==> config.mk <==
export PLATFORM = sky130hd
export DESIGN_NAME = cl_to_pcim_top
export DESIGN_NICKNAME = d
export VERILOG_FILES = /design/src/pcim_pkg.sv /design/src/cl_to_pcim_top.sv /design/src/pcim_wr_arb.sv /design/src/trace_wr_gen.sv /design/src/trace_fifo.sv /design/src/fsb_wr_gen.sv /design/src/ocl_cfg_regs.sv
export SDC_FILE = /design/constraint.sdc
export NUM_CORES = 1
export LEC_CHECK = 0
export BUFFER_PORTS_ARGS = -buffer_cell sky130_fd_sc_hd__buf_2
export CORE_AREA = 4 4 282 256
export DETAILED_ROUTE_END_ITERATION = 16
export DIE_AREA = 0 0 286 260
export PLACE_DENSITY = 0.83
export SLEW_MARGIN = 0
export SYNTH_ARGS = -nofsm -noshare
export SYNTH_HDL_FRONTEND = slang
export SYNTH_SLANG_ARGS = --single-unit
export TNS_END_PERCENT = 100
==> constraint.sdc <==
create_clock -name clk_i -period 6.2 [get_ports clk_i]
set_input_delay 1.24 -clock clk_i [delete_from_list [all_inputs] [get_ports clk_i]]
set_output_delay 1.24 -clock clk_i [all_outputs]
set_load 0.02 [all_outputs]
==> src/pcim_pkg.sv <==
package pcim_pkg;

  // ~~~~~~~~~~~~~~~~~~~~
  // widths and basic types
  // ~~~~~~~~~~~~~~~~~~~~
  localparam int ADDR_WIDTH = 32;
  localparam int DATA_WIDTH = 64;
  localparam int FSB_WIDTH  = 40;
  localparam int DATA_BYTES = 8;

  typedef logic [ADDR_WIDTH-1:0] addr_t;
  typedef logic [DATA_WIDTH-1:0] data_t;
  typedef logic [FSB_WIDTH-1:0]  fsb_word_t;
  typedef logic [1:0]            cfg_addr_t;
  typedef logic                  src_t;

  // register map
  localparam cfg_addr_t REG_FSB_BASE   = 2'd0;
  localparam cfg_addr_t REG_TRACE_BASE = 2'd1;
  localparam cfg_addr_t REG_ENABLE     = 2'd2;

  // bit positions inside the enable register
  localparam int EN_FSB_BIT   = 0;
  localparam int EN_TRACE_BIT = 1;

  localparam src_t SRC_FSB   = 1'b0;
  localparam src_t SRC_TRACE = 1'b1;

  // ~~~~~~~~~~~~~~~~~~~~
  // bundles
  // ~~~~~~~~~~~~~~~~~~~~
  typedef struct packed {
    cfg_addr_t addr;
    addr_t     data;
  } cfg_wr_t;

  typedef struct packed {
    data_t data;
    logic  last;
  } trace_beat_t;

  typedef struct packed {
    addr_t addr;
    data_t data;
    src_t  src;
    logic  last;
  } wr_req_t;

  typedef enum logic {
    IDLE,
    REQ
  } gen_state_e;

endpackage
==> src/cl_to_pcim_top.sv <==
`timescale 1ns/1ps

module cl_to_pcim_top #(
  parameter int TRACE_DEPTH = 8
) (
  input  logic                  clk_i,
  input  logic                  arst_n_i,
  input  logic                  flr_i,
  input  logic                  cfg_wr_valid_i,
  input  pcim_pkg::cfg_wr_t     cfg_wr_i,
  input  logic                  fsb_valid_i,
  input  pcim_pkg::fsb_word_t   fsb_data_i,
  output logic                  fsb_yumi_o,
  input  logic                  trace_valid_i,
  input  pcim_pkg::trace_beat_t trace_i,
  output logic                  trace_ready_o,
  output logic                  pcim_wvalid_o,
  output pcim_pkg::wr_req_t     pcim_wr_o,
  input  logic                  pcim_wready_i
);

  import pcim_pkg::*;

  addr_t fsb_base;
  addr_t trace_base;
  logic  fsb_en;
  logic  trace_en;

  logic        fifo_full;
  logic        fifo_empty;
  logic        fifo_pop;
  trace_beat_t fifo_data;

  // index 0 is fsb and index 1 is trace, matching the src ids
  logic [1:0]        req_valid;
  wr_req_t [1:0]     req;
  logic [1:0]        grant;

  assign trace_ready_o = !fifo_full && trace_en;

  ocl_cfg_regs u_cfg_regs (
    .clk_i          (clk_i),
    .arst_n_i       (arst_n_i),
    .flr_i          (flr_i),
    .cfg_wr_valid_i (cfg_wr_valid_i),
    .cfg_wr_i       (cfg_wr_i),
    .fsb_base_o     (fsb_base),
    .trace_base_o   (trace_base),
    .fsb_en_o       (fsb_en),
    .trace_en_o     (trace_en)
  );

  // ~~~~~~~~~~~~~~~~~~~~
  // command source
  // ~~~~~~~~~~~~~~~~~~~~
  fsb_wr_gen u_fsb_gen (
    .clk_i       (clk_i),
    .arst_n_i    (arst_n_i),
    .flr_i       (flr_i),
    .en_i        (fsb_en),
    .base_i      (fsb_base),
    .fsb_valid_i (fsb_valid_i),
    .fsb_data_i  (fsb_data_i),
    .fsb_yumi_o  (fsb_yumi_o),
    .req_valid_o (req_valid[SRC_FSB]),
    .req_o       (req[SRC_FSB]),
    .grant_i     (grant[SRC_FSB])
  );

  // ~~~~~~~~~~~~~~~~~~~~
  // trace source
  // ~~~~~~~~~~~~~~~~~~~~
  trace_fifo #(
    .DEPTH (TRACE_DEPTH)
  ) u_trace_fifo (
    .clk_i       (clk_i),
    .arst_n_i    (arst_n_i),
    .push_i      (trace_valid_i && trace_ready_o),
    .push_data_i (trace_i),
    .pop_i       (fifo_pop),
    .pop_data_o  (fifo_data),
    .full_o      (fifo_full),
    .empty_o     (fifo_empty)
  );

  trace_wr_gen u_trace_gen (
    .clk_i        (clk_i),
    .arst_n_i     (arst_n_i),
    .flr_i        (flr_i),
    .base_i       (trace_base),
    .fifo_empty_i (fifo_empty),
    .fifo_data_i  (fifo_data),
    .fifo_pop_o   (fifo_pop),
    .req_valid_o  (req_valid[SRC_TRACE]),
    .req_o        (req[SRC_TRACE]),
    .grant_i      (grant[SRC_TRACE])
  );

  pcim_wr_arb u_arb (
    .clk_i         (clk_i),
    .arst_n_i      (arst_n_i),
    .req_valid_i   (req_valid),
    .req_i         (req),
    .grant_o       (grant),
    .pcim_wvalid_o (pcim_wvalid_o),
    .pcim_wr_o     (pcim_wr_o),
    .pcim_wready_i (pcim_wready_i)
  );

endmodule

==> src/pcim_wr_arb.sv <==
`timescale 1ns/1ps

module pcim_wr_arb (
  input  logic                    clk_i,
  input  logic                    arst_n_i,
  input  logic [1:0]              req_valid_i,
  input  pcim_pkg::wr_req_t [1:0] req_i,
  output logic [1:0]              grant_o,
  output logic                    pcim_wvalid_o,
  output pcim_pkg::wr_req_t       pcim_wr_o,
  input  logic                    pcim_wready_i
);

  import pcim_pkg::*;

  logic slot_free;
  src_t last_src_q;
  src_t prefer;
  src_t sel;

  // slot can take a new write when empty or emptying now
  assign slot_free = !pcim_wvalid_o || pcim_wready_i;
  assign prefer    = (last_src_q == SRC_FSB) ? SRC_TRACE : SRC_FSB;
  assign sel       = grant_o[SRC_TRACE] ? SRC_TRACE : SRC_FSB;

  // ~~~~~~~~~~~~~~~~~~~~
  // round robin pick
  // ~~~~~~~~~~~~~~~~~~~~
  always_comb begin
    grant_o = '0;
    if (slot_free) begin
      if (&req_valid_i) begin
        grant_o[prefer] = 1'b1;
      end else begin
        // at most one requester here
        grant_o = req_valid_i;
      end
    end
  end

  // ~~~~~~~~~~~~~~~~~~~~
  // output slot
  // ~~~~~~~~~~~~~~~~~~~~
  always_ff @(posedge clk_i or negedge arst_n_i) begin
    if (!arst_n_i) begin
      pcim_wvalid_o <= 1'b0;
      last_src_q    <= SRC_TRACE;
    end else if (|grant_o) begin
      pcim_wvalid_o <= 1'b1;
      last_src_q    <= sel;
    end else if (pcim_wready_i) begin
      pcim_wvalid_o <= 1'b0;
    end
  end

  always_ff @(posedge clk_i) begin
    if (|grant_o) pcim_wr_o <= req_i[sel];
  end

  a_grant_onehot: assert property (
    @(posedge clk_i) disable iff (!arst_n_i) $onehot0(grant_o)
  );

endmodule

==> src/trace_wr_gen.sv <==
`timescale 1ns/1ps

module trace_wr_gen (
  input  logic                  clk_i,
  input  logic                  arst_n_i,
  input  logic                  flr_i,
  input  pcim_pkg::addr_t       base_i,
  input  logic                  fifo_empty_i,
  input  pcim_pkg::trace_beat_t fifo_data_i,
  output logic                  fifo_pop_o,
  output logic                  req_valid_o,
  output pcim_pkg::wr_req_t     req_o,
  input  logic                  grant_i
);

  import pcim_pkg::*;

  gen_state_e state_q;
  addr_t      offset_q;

  // beats already in the FIFO still drain after flr
  assign fifo_pop_o  = !fifo_empty_i && !flr_i && (state_q == IDLE);
  assign req_valid_o = (state_q == REQ);

  always_ff @(posedge clk_i or negedge arst_n_i) begin
    if (!arst_n_i) begin
      state_q  <= IDLE;
      offset_q <= '0;
    end else begin
      case (state_q)
        IDLE: if (fifo_pop_o) state_q <= REQ;
        REQ:  if (grant_i) state_q <= IDLE;
        default: state_q <= IDLE;
      endcase
      if (flr_i) begin
        offset_q <= '0;
      end else if (fifo_pop_o) begin
        offset_q <= offset_q + addr_t'(DATA_BYTES);
      end
    end
  end

  always_ff @(posedge clk_i) begin
    if (fifo_pop_o) begin
      req_o.addr <= base_i + offset_q;
      req_o.data <= fifo_data_i.data;
      req_o.src  <= SRC_TRACE;
      // tlast passes through untouched
      req_o.last <= fifo_data_i.last;
    end
  end

  a_grant_needs_req: assert property (
    @(posedge clk_i) disable iff (!arst_n_i)
    grant_i |-> req_valid_o
  );

endmodule

==> src/trace_fifo.sv <==
`timescale 1ns/1ps

module trace_fifo #(
  parameter int DEPTH = 8
) (
  input  logic                  clk_i,
  input  logic                  arst_n_i,
  input  logic                  push_i,
  input  pcim_pkg::trace_beat_t push_data_i,
  input  logic                  pop_i,
  output pcim_pkg::trace_beat_t pop_data_o,
  output logic                  full_o,
  output logic                  empty_o
);

  import pcim_pkg::*;

  localparam int PTR_W = $clog2(DEPTH);

  trace_beat_t mem [DEPTH];
  logic [PTR_W-1:0] wr_ptr_q;
  logic [PTR_W-1:0] rd_ptr_q;
  logic [PTR_W:0]   count_q;

  assign full_o     = (count_q == (PTR_W+1)'(DEPTH));
  assign empty_o    = (count_q == '0);
  assign pop_data_o = mem[rd_ptr_q];

  // pointers wrap on their own since depth is a power of two
  always_ff @(posedge clk_i or negedge arst_n_i) begin
    if (!arst_n_i) begin
      wr_ptr_q <= '0;
      rd_ptr_q <= '0;
      count_q  <= '0;
    end else begin
      if (push_i) wr_ptr_q <= wr_ptr_q + 1'b1;
      if (pop_i)  rd_ptr_q <= rd_ptr_q + 1'b1;
      case ({push_i, pop_i})
        2'b10:   count_q <= count_q + 1'b1;
        2'b01:   count_q <= count_q - 1'b1;
        default: count_q <= count_q;
      endcase
    end
  end

  always_ff @(posedge clk_i) begin
    if (push_i) mem[wr_ptr_q] <= push_data_i;
  end

  a_no_overflow: assert property (
    @(posedge clk_i) disable iff (!arst_n_i) push_i |-> !full_o
  );
  a_no_underflow: assert property (
    @(posedge clk_i) disable iff (!arst_n_i) pop_i |-> !empty_o
  );

endmodule

==> src/fsb_wr_gen.sv <==
`timescale 1ns/1ps

module fsb_wr_gen (
  input  logic                clk_i,
  input  logic                arst_n_i,
  input  logic                flr_i,
  input  logic                en_i,
  input  pcim_pkg::addr_t     base_i,
  input  logic                fsb_valid_i,
  input  pcim_pkg::fsb_word_t fsb_data_i,
  output logic                fsb_yumi_o,
  output logic                req_valid_o,
  output pcim_pkg::wr_req_t   req_o,
  input  logic                grant_i
);

  import pcim_pkg::*;

  gen_state_e state_q;
  addr_t      offset_q;

  // take a word only into an empty holding register
  assign fsb_yumi_o  = en_i && fsb_valid_i && !flr_i && (state_q == IDLE);
  assign req_valid_o = (state_q == REQ);

  always_ff @(posedge clk_i or negedge arst_n_i) begin
    if (!arst_n_i) begin
      state_q  <= IDLE;
      offset_q <= '0;
    end else begin
      case (state_q)
        IDLE: if (fsb_yumi_o) state_q <= REQ;
        REQ:  if (grant_i) state_q <= IDLE;
        default: state_q <= IDLE;
      endcase
      if (flr_i) begin
        offset_q <= '0;
      end else if (fsb_yumi_o) begin
        offset_q <= offset_q + addr_t'(DATA_BYTES);
      end
    end
  end

  // payload
  always_ff @(posedge clk_i) begin
    if (fsb_yumi_o) begin
      req_o.addr <= base_i + offset_q;
      req_o.data <= data_t'(fsb_data_i);
      req_o.src  <= SRC_FSB;
      // every command word is a complete write
      req_o.last <= 1'b1;
    end
  end

  a_grant_needs_req: assert property (
    @(posedge clk_i) disable iff (!arst_n_i)
    grant_i |-> req_valid_o
  );

endmodule

==> src/ocl_cfg_regs.sv <==
`timescale 1ns/1ps

module ocl_cfg_regs (
  input  logic             clk_i,
  input  logic             arst_n_i,
  input  logic             flr_i,
  input  logic             cfg_wr_valid_i,
  input  pcim_pkg::cfg_wr_t cfg_wr_i,
  output pcim_pkg::addr_t  fsb_base_o,
  output pcim_pkg::addr_t  trace_base_o,
  output logic             fsb_en_o,
  output logic             trace_en_o
);

  import pcim_pkg::*;

  // base addresses survive flr, only the enables drop
  always_ff @(posedge clk_i or negedge arst_n_i) begin
    if (!arst_n_i) begin
      fsb_base_o   <= '0;
      trace_base_o <= '0;
      fsb_en_o     <= 1'b0;
      trace_en_o   <= 1'b0;
    end else if (flr_i) begin
      fsb_en_o   <= 1'b0;
      trace_en_o <= 1'b0;
    end else if (cfg_wr_valid_i) begin
      case (cfg_wr_i.addr)
        REG_FSB_BASE:   fsb_base_o   <= cfg_wr_i.data;
        REG_TRACE_BASE: trace_base_o <= cfg_wr_i.data;
        REG_ENABLE: begin
          fsb_en_o   <= cfg_wr_i.data[EN_FSB_BIT];
          trace_en_o <= cfg_wr_i.data[EN_TRACE_BIT];
        end
        default: ;
      endcase
    end
  end

  // the host side never targets the unmapped slot
  a_cfg_idx_mapped: assert property (
    @(posedge clk_i) disable iff (!arst_n_i)
    cfg_wr_valid_i |-> (cfg_wr_i.addr != 2'd3)
  );

endmodule

# ---- Yosys cells after proc, flatten, opt, wreduce, memory -nomap -nowiden
# Memory sizes are Yosys's and may differ from the RTL's. A register that Yosys moved wholly into a read port is not among the register bits.
# Index checks and enable logic that the tools add are counted.
dict set report totals {
  regBits 346
  latchBits 0
  ramBits 520
  mem_bits_ro 0
  inputBits 146
  output_inout_bits 101
  wordCells 95
  mem_count 1
}
dict set report classes {
  n_addsub 8
  multipliers 0
  div_mod_pow 0
  n_lt_le_gt_ge 3
  n_eq_ne 5
  n_shift 0
  muxes 29
  n_bitwise 3
  reduce_logical 26
}
# name words width read_ports rd_clocked_by_memory_dff wr line_no
set mem_list {}
lappend mem_list {u_trace_fifo.mem 8 65 1 1 1 trace_fifo.sv:20} ;# trace_beat_t mem [DEPTH];
# op count
set op_table {}
lappend op_table {{98-bit 2-to-1 mux} 2}
lappend op_table {{32-bit 2-to-1 mux} 4}
lappend op_table {{32-bit adder} 2}
lappend op_table {{32-bit by 4-bit adder with 32-bit output (second input constant)} 2}
lappend op_table {{1-bit 2-to-1 mux} 17}
lappend op_table {{2-bit nonzero test} 6}
lappend op_table {{1-bit logical AND} 8}
lappend op_table {{4-bit one-hot mux with 2 select lines} 1}
lappend op_table {{3-bit by 1-bit adder with 3-bit output (second input constant)} 2}
lappend op_table {{3-bit AND reduction} 2}
lappend op_table {{4-bit by 1-bit adder with 4-bit output (second input constant)} 1}
lappend op_table {{2-bit by 1-bit equality test with 1-bit output (second input constant)} 2}
lappend op_table {{2-bit equality test (second input constant)} 2}
lappend op_table {{4-bit equality test (second input constant)} 1}
lappend op_table {{1-bit zero test} 4}
lappend op_table {{4-bit zero test} 1}
lappend op_table {{1-bit by 2-bit < comparator with 1-bit output (second input constant)} 2}
lappend op_table {{2-bit 2-to-1 mux} 2}
lappend op_table {{1-bit one-hot mux with 2 select lines} 2}
lappend op_table {{2-bit AND reduction} 2}
lappend op_table {{4-bit by 1-bit subtractor with 4-bit output (second input constant)} 1}
lappend op_table {{1-bit inverter} 3}
lappend op_table {{2-bit zero test} 1}
lappend op_table {{2-bit OR reduction} 1}
lappend op_table {{other kinds (3)} 3}

# ---- Longest topological paths before layout
dict set report logic_depth {
  word_depth 10
  ltp_mapped 11
  depth_no_buf 11
}

# ---- Hierarchy
# A second synthesis with hierarchy kept.
dict set report unflattened {
  cells_unflattened 2121
  area_unflattened_um2 38694.6
}
# mod n_inst cells_each area_per_inst_um2 seq_area_each_um2
set modules_own_cells {}
lappend modules_own_cells {trace_fifo 1 806 20065.5 15865.2}
lappend modules_own_cells {trace_wr_gen 1 457 5844.4 3663.5}
lappend modules_own_cells {fsb_wr_gen 1 489 5479.0 2912.8}
lappend modules_own_cells {pcim_wr_arb 1 221 4758.3 2994.1}
lappend modules_own_cells {ocl_cfg_regs 1 146 2532.4 1651.6}
lappend modules_own_cells {cl_to_pcim_top 1 2 15.0 0.0}

# ---- Worst setup path after synthesis
# Ideal clock, no wire load.
dict set report synth_path {
  path_type {input port to flip-flop}
  startpoint {in trace_valid_i}
  endpoint {mem u_trace_fifo.mem[0][0] (netlist name) (enable)}
  setup_ns 0.568
  arrival_time_ns 5.968
  required_ns 5.632
  setup_slack_ns -0.336
  stages 3
  path_buffers 0
  cell_sequence {and2_1 nand2b_1 nor3_1}
}
dict set report synth_between {
  elab_chain_cells 3
}
# element line_no
set synth_lines {}
lappend synth_lines {{from (decl)} cl_to_pcim_top.sv:14} ;# input logic trace_valid_i,
lappend synth_lines {{1-bit logical AND} cl_to_pcim_top.sv:78} ;# .push_i (trace_valid_i && trace_ready_o),
lappend synth_lines {{1-bit 2-to-1 mux} trace_fifo.sv:47} ;# if (push_i) mem[wr_ptr_q] <= push_data_i;
lappend synth_lines {{1-bit 2-to-1 mux (implied by the code)} trace_fifo.sv:47}
lappend synth_lines {{to (decl)} trace_fifo.sv:20}
# No other way between the ends.

# ---- Final worst setup path
dict set report layout_path {
  startpoint {in flr_i}
  endpoint {out fsb_yumi_o}
}
dict set report layout_between {
  elab_chain_cells 3
}
# element line_no
set layout_lines {}
lappend layout_lines {{from (decl)} cl_to_pcim_top.sv:8} ;# input logic flr_i,
lappend layout_lines {{1-bit zero test} fsb_wr_gen.sv:23} ;# assign fsb_yumi_o = en_i && fsb_valid_i && !flr_i && (state_q == IDLE);
lappend layout_lines {{1-bit logical AND (2 in series)} fsb_wr_gen.sv:23}
lappend layout_lines {{to (decl)} cl_to_pcim_top.sv:13} ;# output logic fsb_yumi_o,
# No other way between the ends.

==> qor.yml <==
status:
  status: "completed"
synthesis:
  synthCells: 2135
  synth.yosys.seq_area_share_pct: 73.1
  synth.ff_latch_count: 925
  synth_nets: 2346
  yosys_warnings: 0
  yosysUniqueCellTypes: 66
  synth_ff_type: "edfxtp_1"
  ys_async_sr_fraction_pct: 14.9
  avgSynthCellArea_sq_um: 17.4
  syn-cell-area_sq_mm: 0.0371
  synth_edf_count: 787
floorplanning:
  io_pins: 247
  die_h_um: 260
  start_util_pct: 53.3
  core_area_sq_mm: 0.0695
  die_area_sq_mm: 0.0744
  rows: 92
  die_w_um: 286
final_layout:
  multi_input_area_sq_mm: 0.00971
  final_area_sq_mm: 0.0426
  area_delta_synth_final_pct: 14.8
  final_common_cell: "edfxtp_1"
  fillCellCount: 4865
  mostFrequentLayoutCells: "edfxtp_1, nand2_1, buf_2, dfrtp_1"
  final_core_utilization_pct: 61.2
  regArea_sq_mm: 0.0271
  fin_nets: 2639
  drive_gt1_share_pct: 28.4
critical_path:
  required_ns: 4.96
  r2r_setup_slack_ns: 3.07
  critPathKind: "primary input to output pin"
  end_kind: "output pin"
  worstPathMaxFanout: 8
  arrival_ns: 2.06
  crit_path_start_kind: "primary input"
clock_tree:
  cts_buffer_depth: 3
  htree_levels: 3
  cts_root_buf: "clkbuf_16"
  cts_sinks: 925
  cts_resized: 0
  clk_pin_slew_ns: 0.06
  ctsHoldBuffers: 0
  postCtsSetupRepairBufs: 0
  cts_tree: "yes"
  cts_buffers: 90
  clkLatencyLatePin_ns: 0.65
global_routing:
  overflow: 0
  grt_start_max_net_pins: 90
  grt_use_total_pct: 23.3
  grt_pass1_vias: 21000
  grt_pass1_wl_mm: 131
  antenna_found_initial: 13
run:
  maxCapViolCount: 0
pwr:
  p_per_area_mw_per_mm2: 414
  vdd_drop_max_v: 0.000300
  leakage_nw: 15.7
  p_total_mw: 17.6
detailed_routing:
  vias: 20100
  drtIter0Drc: 2146
  drt-wirelength-per-cell_um: 25.1
  drt-pass1-iter-count: 5
  antenna_left: 0
  drt_wl_total_mm: 86.5
  drc: 0
  post_drt_via_cell_ratio: 5.82
placement:
  post-place-ws_ns: 2.41
  placed_area_sq_mm: 0.0395
  gp_congestion: 0.885
  io_buffers: 246
  dp_hpwl_mm: 50.6
worst_hold_path:
  min_path_type: "flop to flop"
timing:
  setup_tns_ns: 0
  rsz0062_at_grt: "no"
  tightestPinTransition_ns: 1.18
  slew_headroom_pct: 21.2
  setup_ws_ns: 2.90
  period_minus_slack_ns: 3.30
  hold_viol: 0
  setup_violations: 0
  max_freq_mhz: 303
  skew_ns: 0.0397
  min_period_over_period_pct: 53.3
  maxSlewViolCount: 0
[worst paths after layout]
path                                                  from                           to  depth (start not counted)
worst min-delay path            u_cfg_regs.trace_base_o[1]        u_trace_gen.req_o[67]                          0
worst min register to register  u_cfg_regs.trace_base_o[1]        u_trace_gen.req_o[67]                          0
max in group asynchronous                         arst_n_i  u_cfg_regs.trace_base_o[26]                          2
min in group asynchronous                         arst_n_i   u_cfg_regs.trace_base_o[9]                          1
worst max register to register     u_trace_fifo.count_q[0]       u_trace_fifo.mem[2][0]                          6
worst max-delay path                                 flr_i                   fsb_yumi_o                          3
[layout make-up]
cell class                      count  share of cell area [%]
Tap cell                          940                    2.76
Clock buffer                      111                    5.60
Timing Repair Buffer              276                    3.46
Multi-Input combinational cell   1113                    22.8
Clock inverter                     54                    1.45
Sequential cell                   925                    63.6
Inverter                           22                   0.200
Antenna cell                       12                  0.0705
[worst max-delay path: stages]
cell    delay, ns
buf_2        0.15
nor3_4       0.41
buf_2        0.26
[synth_stat cells, drive strengths merged, types with 4 or more instances]
| library cell | number | share of area, % |
|---|---|---|
| or3 | 5 | 0.084 |
| nand2b | 17 | 0.29 |
| dfrtp | 137 | 9.2 |
| a31oi | 7 | 0.12 |
| xnor2 | 48 | 1.1 |
| mux2 | 130 | 3.9 |
| mux2i | 12 | 0.32 |
| buf | 19 | 0.23 |
| and2 | 27 | 0.46 |
| nor2 | 72 | 0.74 |
| a211oi | 4 | 0.081 |
| mux4 | 130 | 7.9 |
| nand3 | 34 | 0.49 |
| nor4 | 5 | 0.17 |
| a21oi | 54 | 0.74 |
| xor2 | 49 | 1.2 |
| edfxtp | 787 | 64 |
| nand2 | 291 | 3.0 |
| nand4 | 14 | 0.28 |
| o31ai | 5 | 0.10 |
| o21ai | 36 | 0.51 |
| and4 | 6 | 0.15 |
| o21bai | 8 | 0.16 |
| ha | 64 | 2.2 |
| nand3b | 11 | 0.22 |
| clkbuf | 56 | 0.57 |
| a21o | 16 | 0.32 |
| nor2b | 9 | 0.15 |
| and3 | 19 | 0.33 |
| nor3 | 12 | 0.24 |
| inv | 21 | 0.21 |
[registers in the layout, summed over array words and instances (netlist names), 3 cells and up]
name / cells
u_arb.pcim_wr_o: 98
u_cfg_regs.fsb_base_o: 32
u_cfg_regs.trace_base_o: 32
u_fsb_gen.offset_q: 29
u_fsb_gen.req_o: 72
u_trace_fifo.count_q: 4
u_trace_fifo.mem: 520
u_trace_fifo.rd_ptr_q: 3
u_trace_fifo.wr_ptr_q: 3
u_trace_gen.offset_q: 29
u_trace_gen.req_o: 97
[power breakdown]
group          leakage [nW]  switching [mW]  internal (mW)
Clock                  1.46            2.36           3.17
Sequential             8.95           0.531           7.74
Combinational          5.25            2.15           1.68
[kinds of logic (layout without fill, tap and decap cells)]
family / after synthesis / after routing / share of synthesized area (%)
AOI/OAI and AO/OA: 148 / 148 / 2.51
adders and majority gates: 65 / 65 / 2.21
xor gates and xnor gates: 97 / 97 / 2.29
other: 1 / 13 / 0.0101
muxes: 272 / 272 / 12.2
DFF: 925 / 925 / 73.1
and+or+nand+nor: 530 / 530 / 6.73
buffers and inverters: 97 / 463 / 1.02
[per-layer routing]
layer,vias to the layer above,track usage [%],part of all wire (%)
met5,-,0,0.062
met4,8,6.41,2.4
met3,145,4.92,7.8
met2,863,39.6,51
met1,10300,30.8,39
li1,8760,-,-
[stage by stage]
stage,instances,hold slack [ns]
finish,3453,0.449
global route,3447,0.465
CTS,3441,0.452
detailed placement,3276,0.439
global placement,3276,0.426
floorplan,2135,0.421
(Power assumes the default switching activity.)
